### src/source/minmax_pkg.sv
package minmax_pkg;

  // ------------------------------
  // Bus and stream widths
  // ------------------------------
  localparam int AXIL_DATA_BITS = 32;
  localparam int AXIL_ADDR_BITS = 4;
  localparam int DATA_BITS      = 32;

  typedef logic [DATA_BITS-1:0] word_t;

  // Register index, byte address divided by four
  typedef enum logic [1:0] {
    REG_CTRL = 2'd0,
    REG_STAT = 2'd1,
    REG_MIN  = 2'd2,
    REG_MAX  = 2'd3
  } reg_addr_e;

  // Core FSM states
  typedef enum logic {
    ST_RUN  = 1'b0,
    ST_HOLD = 1'b1
  } core_state_e;

endpackage
### src/source/stream_if.sv
interface stream_if;

  logic              tvalid;
  minmax_pkg::word_t tdata;
  logic              tlast;
  logic              tready;

  // Transfer when tvalid and tready are both high
  modport source (
    output tvalid, tdata, tlast,
    input  tready
  );

  modport sink (
    input  tvalid, tdata, tlast,
    output tready
  );

endinterface

### src/source/axil_if.sv
interface axil_if;

  // Write address and data
  logic [minmax_pkg::AXIL_ADDR_BITS-1:0]   awaddr;
  logic                                    awvalid;
  logic                                    awready;
  logic [minmax_pkg::AXIL_DATA_BITS-1:0]   wdata;
  logic [minmax_pkg::AXIL_DATA_BITS/8-1:0] wstrb;
  logic                                    wvalid;
  logic                                    wready;

  // Write response
  logic [1:0]                              bresp;
  logic                                    bvalid;
  logic                                    bready;

  // Read address and data
  logic [minmax_pkg::AXIL_ADDR_BITS-1:0]   araddr;
  logic                                    arvalid;
  logic                                    arready;
  logic [minmax_pkg::AXIL_DATA_BITS-1:0]   rdata;
  logic [1:0]                              rresp;
  logic                                    rvalid;
  logic                                    rready;

  modport master (
    output awaddr, awvalid, wdata, wstrb, wvalid, bready, araddr, arvalid, rready,
    input  awready, wready, bresp, bvalid, arready, rdata, rresp, rvalid
  );

  modport slave (
    input  awaddr, awvalid, wdata, wstrb, wvalid, bready, araddr, arvalid, rready,
    output awready, wready, bresp, bvalid, arready, rdata, rresp, rvalid
  );

endinterface

### src/source/minmax_top.sv
module minmax_top #(
  parameter int FIFO_DEPTH = 4
) (
  input  logic                                    aclk,
  input  logic                                    aresetn,

  // AXI4-Lite control
  input  logic [minmax_pkg::AXIL_ADDR_BITS-1:0]   s_axil_awaddr,
  input  logic                                    s_axil_awvalid,
  output logic                                    s_axil_awready,
  input  logic [minmax_pkg::AXIL_DATA_BITS-1:0]   s_axil_wdata,
  input  logic [minmax_pkg::AXIL_DATA_BITS/8-1:0] s_axil_wstrb,
  input  logic                                    s_axil_wvalid,
  output logic                                    s_axil_wready,
  output logic [1:0]                              s_axil_bresp,
  output logic                                    s_axil_bvalid,
  input  logic                                    s_axil_bready,
  input  logic [minmax_pkg::AXIL_ADDR_BITS-1:0]   s_axil_araddr,
  input  logic                                    s_axil_arvalid,
  output logic                                    s_axil_arready,
  output logic [minmax_pkg::AXIL_DATA_BITS-1:0]   s_axil_rdata,
  output logic [1:0]                              s_axil_rresp,
  output logic                                    s_axil_rvalid,
  input  logic                                    s_axil_rready,

  // Credited word input
  input  logic                                    in_valid,
  input  minmax_pkg::word_t                       in_data,
  input  logic                                    in_last,
  output logic                                    in_credit
);

  axil_if   axil_ctrl ();
  stream_if word_stream ();

  logic              clr;
  logic              done;
  minmax_pkg::word_t minimum;
  minmax_pkg::word_t maximum;

  // Plain ports onto the control bus
  assign axil_ctrl.awaddr  = s_axil_awaddr;
  assign axil_ctrl.awvalid = s_axil_awvalid;
  assign axil_ctrl.wdata   = s_axil_wdata;
  assign axil_ctrl.wstrb   = s_axil_wstrb;
  assign axil_ctrl.wvalid  = s_axil_wvalid;
  assign axil_ctrl.bready  = s_axil_bready;
  assign axil_ctrl.araddr  = s_axil_araddr;
  assign axil_ctrl.arvalid = s_axil_arvalid;
  assign axil_ctrl.rready  = s_axil_rready;
  assign s_axil_awready    = axil_ctrl.awready;
  assign s_axil_wready     = axil_ctrl.wready;
  assign s_axil_bresp      = axil_ctrl.bresp;
  assign s_axil_bvalid     = axil_ctrl.bvalid;
  assign s_axil_arready    = axil_ctrl.arready;
  assign s_axil_rdata      = axil_ctrl.rdata;
  assign s_axil_rresp      = axil_ctrl.rresp;
  assign s_axil_rvalid     = axil_ctrl.rvalid;

  credit_buffer #(
    .FIFO_DEPTH (FIFO_DEPTH)
  ) u_buffer (
    .aclk      (aclk),
    .aresetn   (aresetn),
    .in_valid  (in_valid),
    .in_data   (in_data),
    .in_last   (in_last),
    .in_credit (in_credit),
    .out       (word_stream.source)
  );

  minmax_core u_core (
    .aclk    (aclk),
    .aresetn (aresetn),
    .in      (word_stream.sink),
    .clr     (clr),
    .done    (done),
    .minimum (minimum),
    .maximum (maximum)
  );

  minmax_slv u_slv (
    .aclk     (aclk),
    .aresetn  (aresetn),
    .axi_ctrl (axil_ctrl.slave),
    .clr      (clr),
    .done     (done),
    .minimum  (minimum),
    .maximum  (maximum)
  );

endmodule

### src/source/minmax_core.sv
module minmax_core (
  input  logic              aclk,
  input  logic              aresetn,

  stream_if.sink            in,

  input  logic              clr,
  output logic              done,

  output minmax_pkg::word_t minimum,
  output minmax_pkg::word_t maximum
);

  minmax_pkg::core_state_e state;
  logic                    accept;

  // ------------------------------
  // Stream handshake
  // ------------------------------
  assign in.tready = (state == minmax_pkg::ST_RUN);
  assign accept    = in.tvalid && in.tready;

  // ------------------------------
  // FSM and running extremes
  // ------------------------------
  always_ff @(posedge aclk)
  begin
    if (!aresetn)
    begin
      state   <= minmax_pkg::ST_RUN;
      minimum <= '1;
      maximum <= '0;
      done    <= 1'b0;
    end
    else
    begin
      done <= 1'b0;
      if (clr)
      begin
        // Restart from empty extremes in any state
        state   <= minmax_pkg::ST_RUN;
        minimum <= '1;
        maximum <= '0;
      end
      else
      begin
        case (state)
          minmax_pkg::ST_RUN:
          begin
            if (accept)
            begin
              if (in.tdata < minimum)
                minimum <= in.tdata;
              if (in.tdata > maximum)
                maximum <= in.tdata;
              if (in.tlast)
              begin
                state <= minmax_pkg::ST_HOLD;
                done  <= 1'b1;
              end
            end
          end
          // Results frozen until clr
          minmax_pkg::ST_HOLD: ;
          default: state <= minmax_pkg::ST_RUN;
        endcase
      end
    end
  end

endmodule

### src/source/credit_buffer.sv
module credit_buffer #(
  parameter int FIFO_DEPTH = 4
) (
  input  logic              aclk,
  input  logic              aresetn,

  input  logic              in_valid,
  input  minmax_pkg::word_t in_data,
  input  logic              in_last,
  output logic              in_credit,

  stream_if.source          out
);

  localparam int PTR_BITS = $clog2(FIFO_DEPTH);
  localparam int CNT_BITS = $clog2(FIFO_DEPTH + 1);
  localparam logic [PTR_BITS-1:0] PTR_LAST = PTR_BITS'(FIFO_DEPTH - 1);

  // Storage
  minmax_pkg::word_t data_mem [FIFO_DEPTH];
  logic              last_mem [FIFO_DEPTH];

  logic [PTR_BITS-1:0] wr_ptr;
  logic [PTR_BITS-1:0] rd_ptr;
  logic [CNT_BITS-1:0] count;
  logic                pop;

  // Credited producer never overfills the FIFO
  always_ff @(posedge aclk)
  begin
    if (in_valid)
    begin
      data_mem[wr_ptr] <= in_data;
      last_mem[wr_ptr] <= in_last;
    end
  end

  assign pop = out.tvalid && out.tready;

  always_ff @(posedge aclk)
  begin
    if (!aresetn)
    begin
      wr_ptr    <= '0;
      rd_ptr    <= '0;
      count     <= '0;
      in_credit <= 1'b0;
    end
    else
    begin
      if (in_valid)
        wr_ptr <= (wr_ptr == PTR_LAST) ? '0 : wr_ptr + 1'b1;
      if (pop)
        rd_ptr <= (rd_ptr == PTR_LAST) ? '0 : rd_ptr + 1'b1;
      count     <= count + CNT_BITS'(in_valid) - CNT_BITS'(pop);
      // One credit back per popped word
      in_credit <= pop;
    end
  end

  // Head of queue
  assign out.tvalid = (count != '0);
  assign out.tdata  = data_mem[rd_ptr];
  assign out.tlast  = last_mem[rd_ptr];

endmodule

### src/source/minmax_slv.sv
module minmax_slv (
  input  logic              aclk,
  input  logic              aresetn,

  axil_if.slave             axi_ctrl,

  output logic              clr,
  input  logic              done,

  input  minmax_pkg::word_t minimum,
  input  minmax_pkg::word_t maximum
);

  // ------------------------------
  // Declarations
  // ------------------------------
  localparam int ADDR_LSB = $clog2(minmax_pkg::AXIL_DATA_BITS / 8);
  localparam int IDX_BITS = minmax_pkg::AXIL_ADDR_BITS - ADDR_LSB;
  localparam logic [1:0] RESP_OKAY = 2'b00;

  logic [minmax_pkg::AXIL_ADDR_BITS-1:0] axi_awaddr;
  logic [minmax_pkg::AXIL_ADDR_BITS-1:0] axi_araddr;
  logic                                  axi_awready;
  logic                                  axi_wready;
  logic                                  axi_bvalid;
  logic                                  axi_arready;
  logic                                  axi_rvalid;
  logic [minmax_pkg::AXIL_DATA_BITS-1:0] axi_rdata;

  logic                  aw_en;
  logic                  slv_reg_wren;
  logic                  slv_reg_rden;
  minmax_pkg::reg_addr_e wr_reg;
  minmax_pkg::reg_addr_e rd_reg;

  // Self-clearing control bit and sticky status
  logic ctrl_clr;
  logic done_sticky;

  assign wr_reg = minmax_pkg::reg_addr_e'(axi_awaddr[ADDR_LSB +: IDX_BITS]);
  assign rd_reg = minmax_pkg::reg_addr_e'(axi_araddr[ADDR_LSB +: IDX_BITS]);

  // ------------------------------
  // Register writes
  // ------------------------------
  assign slv_reg_wren = axi_wready && axi_ctrl.wvalid && axi_awready && axi_ctrl.awvalid;

  always_ff @(posedge aclk)
  begin
    if (!aresetn)
    begin
      ctrl_clr    <= 1'b0;
      done_sticky <= 1'b0;
    end
    else
    begin
      ctrl_clr <= 1'b0;
      if (slv_reg_wren)
      begin
        case (wr_reg)
          minmax_pkg::REG_CTRL:
            ctrl_clr <= axi_ctrl.wstrb[0] && axi_ctrl.wdata[0];
          default: ;
        endcase
      end

      // Clear wins over a done in the same cycle
      if (ctrl_clr)
        done_sticky <= 1'b0;
      else if (done)
        done_sticky <= 1'b1;
    end
  end

  assign clr = ctrl_clr;

  // Address phase, one write in flight
  always_ff @(posedge aclk)
  begin
    if (!aresetn)
    begin
      axi_awready <= 1'b0;
      axi_wready  <= 1'b0;
      aw_en       <= 1'b1;
    end
    else
    begin
      if (!axi_awready && axi_ctrl.awvalid && axi_ctrl.wvalid && aw_en)
      begin
        axi_awready <= 1'b1;
        axi_wready  <= 1'b1;
        aw_en       <= 1'b0;
      end
      else
      begin
        axi_awready <= 1'b0;
        axi_wready  <= 1'b0;
        if (axi_ctrl.bready && axi_bvalid)
          aw_en <= 1'b1;
      end
    end
  end

  always_ff @(posedge aclk)
  begin
    if (!axi_awready && axi_ctrl.awvalid && axi_ctrl.wvalid && aw_en)
      axi_awaddr <= axi_ctrl.awaddr;
  end

  always_ff @(posedge aclk)
  begin
    if (!aresetn)
      axi_bvalid <= 1'b0;
    else if (slv_reg_wren && !axi_bvalid)
      axi_bvalid <= 1'b1;
    else if (axi_ctrl.bready && axi_bvalid)
      axi_bvalid <= 1'b0;
  end

  // ------------------------------
  // Register reads
  // ------------------------------
  assign slv_reg_rden = axi_arready && axi_ctrl.arvalid && !axi_rvalid;

  always_ff @(posedge aclk)
  begin
    if (!aresetn)
      axi_arready <= 1'b0;
    else
      axi_arready <= !axi_arready && axi_ctrl.arvalid && !axi_rvalid;
  end

  always_ff @(posedge aclk)
  begin
    if (!axi_arready && axi_ctrl.arvalid)
      axi_araddr <= axi_ctrl.araddr;
  end

  always_ff @(posedge aclk)
  begin
    if (!aresetn)
      axi_rvalid <= 1'b0;
    else if (slv_reg_rden)
      axi_rvalid <= 1'b1;
    else if (axi_rvalid && axi_ctrl.rready)
      axi_rvalid <= 1'b0;
  end

  // Data held until rready
  always_ff @(posedge aclk)
  begin
    if (slv_reg_rden)
    begin
      axi_rdata <= '0;
      case (rd_reg)
        minmax_pkg::REG_STAT: axi_rdata[0] <= done_sticky;
        minmax_pkg::REG_MIN:  axi_rdata    <= minimum;
        minmax_pkg::REG_MAX:  axi_rdata    <= maximum;
        default: ;
      endcase
    end
  end

  // Outputs
  assign axi_ctrl.awready = axi_awready;
  assign axi_ctrl.wready  = axi_wready;
  assign axi_ctrl.bvalid  = axi_bvalid;
  assign axi_ctrl.bresp   = RESP_OKAY;
  assign axi_ctrl.arready = axi_arready;
  assign axi_ctrl.rvalid  = axi_rvalid;
  assign axi_ctrl.rdata   = axi_rdata;
  assign axi_ctrl.rresp   = RESP_OKAY;

endmodule

### config.mk
export PLATFORM = sky130hd
export DESIGN_NAME = minmax_top
export DESIGN_NICKNAME = d
export VERILOG_FILES = /design/src/source/minmax_pkg.sv /design/src/source/stream_if.sv /design/src/source/axil_if.sv /design/src/source/minmax_top.sv /design/src/source/minmax_core.sv /design/src/source/credit_buffer.sv /design/src/source/minmax_slv.sv
export SDC_FILE = /design/constraint.sdc
export NUM_CORES = 1
export LEC_CHECK = 0
export ABC_AREA = 1
export BUFFER_PORTS_ARGS = -buffer_cell sky130_fd_sc_hd__clkbuf_2
export CAP_MARGIN = 20
export CELL_PAD_IN_SITES_DETAIL_PLACEMENT = 1
export CELL_PAD_IN_SITES_GLOBAL_PLACEMENT = 2
export CORE_ASPECT_RATIO = 0.9
export CORE_MARGIN = 1
export CORE_UTILIZATION = 30
export DETAILED_ROUTE_END_ITERATION = 8
export PLACE_DENSITY_LB_ADDON = 0.1
export REMOVE_ABC_BUFFERS = 1
export SYNTH_ARGS = -nofsm -noshare
export SYNTH_HDL_FRONTEND = slang
export SYNTH_SLANG_ARGS = --single-unit
export TNS_END_PERCENT = 20
### constraint.sdc
create_clock -name aclk -period 4.5 [get_ports aclk]
set_clock_uncertainty 0.1 [all_clocks]
set_input_delay 0 -clock aclk [delete_from_list [all_inputs] [get_ports aclk]]
set_output_delay 0 -clock aclk [all_outputs]
set_load 0.02 [all_outputs]
==> metrics.yaml <==
pwr:
  swShare_pct: 40.2
  power_mw: 9.07
  p_seq_share_pct: 33.0
  p_comb_share_pct: 41.9
  clkPwrFrac_pct: 25.1
  vdd_drop_max_uv: 346
  p_int_mw: 5.42
  powerDensity_mw_per_mm2: 678
  p_switching_mw: 3.65
  power_leakage_nw: 5.43
routing:
  routed_wl_um: 30400
  initialDrtViolationCount: 293
  wl_per_cell_um: 18.2
  drt-vias-per-instance: 4.73
  vias: 7909
  post-route-drc-count: 0
  drt_pass1_iterations: 4
  ant_nets: 0
timing:
  finalSetupViolCount: 0
  fin_crit_ns: 3.71
  hold-worst-slack_ns: 0.0503
  layout_setup_ws_ns: 0.786
  rsz0062_at_grt: "no"
  post-route-period-util_pct: 82.5
  slew_viol_final: 0
  final.setup.tns_ns: 0
  slew_headroom_pct: 33.7
  tightest_slew_ns: 0.992
  finalHoldViolCount: 0
  fmax_mhz: 269
worst_setup_path:
  worstSetupEndpointType: "register"
  cp_max_fo: 25
  required_ns: 4.89
  worstPathArrival_ns: 4.11
  r2r_slack_ns: 0.79
  start_kind: "register"
  path_class: "register to register"
yosys:
  synth_top_family_by_area: "simple AND/OR/NAND/NOR gates"
  synth-simple-area-share_pct: 13.5
  synth_warnings: 0
  synth.distinct_cells: 35
  synth_compound_area_share_pct: 10.9
  muxShareOfSynthArea_pct: 0
  yosys_register_bits: 251
  synth_xor_xnor_area_share_pct: 0.0802
  synthAdderAreaFrac_pct: 8.20
  synth_cells: 1035
  syn_area_per_cell_um2: 10.6
  syn_area_mm2: 0.0109
  synth_seq_area_share_pct: 61.4
grt:
  first_global_vias: 7802
  grt_pass1_wl_um: 46800
  grt_max_degree: 67
  gr-total-overflow: 0
  grt_antenna_before_repair: 0
  grt_usage_pct: 16.5
cts:
  holdBufCountCts: 52
  clk_pin_slew_ns: 0.06
  cts_resized: 0
  cts_buffers: 29
  clk_latency_ns: 0.57
  cts_root_buf: "clkbuf_16"
  clock_path_buffers: 3
  clock_sinks: 251
  cts_tree: "built"
  postCtsSetupBuffers: 0
  htree_num_levels: 1
cells_and_area:
  final_nets: 1335
  fillers: 3995
  layout-drive-gt1-share_pct: 14.2
  layout_common_cells: "edfxtp_1 (168), nand2_1 (120), nand3_1 (106), inv_1 (93), nor2_1 (88)"
  mostFrequentLayoutCell: "edfxtp_1"
  antenna_cells: 0
  syn_to_final_growth_pct: 22.6
  finalNonFillerCells: 1671
floorplan:
  initial_core_util_pct: 30.8
  io_pins: 127
  coreArea_mm2: 0.0355
  dieArea_mm2: 0.0372
  dieWidth_um: 203
  die_y_um: 183
  rows: 65
worst_hold_path:
  hp-class: "input pin to register"
place:
  portBuffers: 84
  dpl.cell_count: 1565
  place.gp.congestion: 0.740
  pre_cts_ws_ns: 0.794
  hpwl_um: 19800
flow_run:
  cap_violations: 0
outcome:
  outcome: "complete, no violations"
## synthesized netlist by cell type, drive strengths merged
master | n | area [um^2]
edfxtp | 168 | 5040
nand2 | 124 | 483
nand3 | 106 | 531
inv | 98 | 368
nor2 | 91 | 344
dfxtp | 83 | 1660
o21ai | 76 | 380
a21oi | 71 | 355
ha | 70 | 876
o22ai | 64 | 400
clkbuf | 33 | 124
buf | 22 | 145
nor4 | 8 | 50.1
nand4 | 5 | 31.3
and3 | 2 | 12.5
nand3b | 2 | 15.0
nor3 | 2 | 10.0
o31ai | 2 | 20.0
a211oi | 1 | 7.51
clkinv | 1 | 3.75
conb | 1 | 3.75
fa | 1 | 20.0
o2111ai | 1 | 8.76
o211a | 1 | 10.0
o21bai | 1 | 7.51
xnor2 | 1 | 8.76
## critical path, stage by stage (launching register included)
cell	delay, ns
dfxtp_2	0.34
inv_2	0.35
buf_4	0.27
o21ai_0	0.09
o22ai_1	0.56
ha_1	0.39
a21oi_1	0.13
o21ai_0	0.16
a21oi_1	0.31
o21ai_1	0.12
nand2_1	0.07
nand3_1	0.12
nand2_1	0.12
buf_4	0.26
nand2_1	0.09
a21oi_1	0.13
## routing by layer
metal / GRT usage, % / vias to the layer above / wire, um
met2: 25.9 / 98 / 13200
li1: - / 3954 / -
met1: 24.1 / 3820 / 15800
met5: 0 / - / 0
met4: 3.73 / 0 / 588
met3: 2.15 / 37 / 765
## path summary, 6_finish.rpt
path                                        from             endpoint  cells after the start
worst min-delay path            s_axil_awaddr[2]  u_slv.axi_awaddr[2]                      2
worst max-delay path                    register   u_core.maximum[10]                     15
worst max register to register          register   u_core.maximum[10]                     15
worst min register to register      u_core.state          u_core.done                      1
## layout make-up
class / instances / area, um^2 / share of cell area [%]
clock buffer: 43 / 858 / 6.41
multi-input combinational: 633 / 3600 / 26.9
inverter: 99 / 372 / 2.78
sequential: 251 / 6710 / 50.1
timing repair buffer: 165 / 1190 / 8.90
clock inverter: 11 / 67.6 / 0.505
tap: 469 / 587 / 4.38
## through the flow
stage          utilization, %  cell area [um^2]
4_1_cts                  37.7             13400
3_3_place_gp             33.6             11900
3_5_place_dp             33.7             11900
2_1_floorplan               -             10700
6_report                 37.7             13400
5_1_grt                  37.7             13400
## power groups by stage
stage / clock network [mW] / registers, mW / logic [mW]
floorplan: 0 / 3.08 / 2.32
global placement: 0 / 3.04 / 3.79
detailed placement: 0 / 3.05 / 3.83
CTS: 2.35 / 3.00 / 3.88
global route: 2.43 / 3.04 / 4.36
finish: 2.28 / 3.00 / 3.80
## state kept, by name, indices dropped and copies added (netlist names), 3 cells and up, named ones only
signal                cells
u_buffer.data_mem       128
u_buffer.last_mem         4
u_buffer.count            3
u_core.minimum           32
u_slv.axi_ctrl.rdata     32
u_core.maximum           32
## kinds of logic after synthesis
| family | after synthesis |
|---|---|
| compound gates | 217 |
| xor+xnor | 1 |
| fa+ha+maj | 71 |
| buf+inv | 154 |
| flops | 251 |
| other cells | 1 |
| simple gates | 340 |
Power figures use the tool's default switching activity.
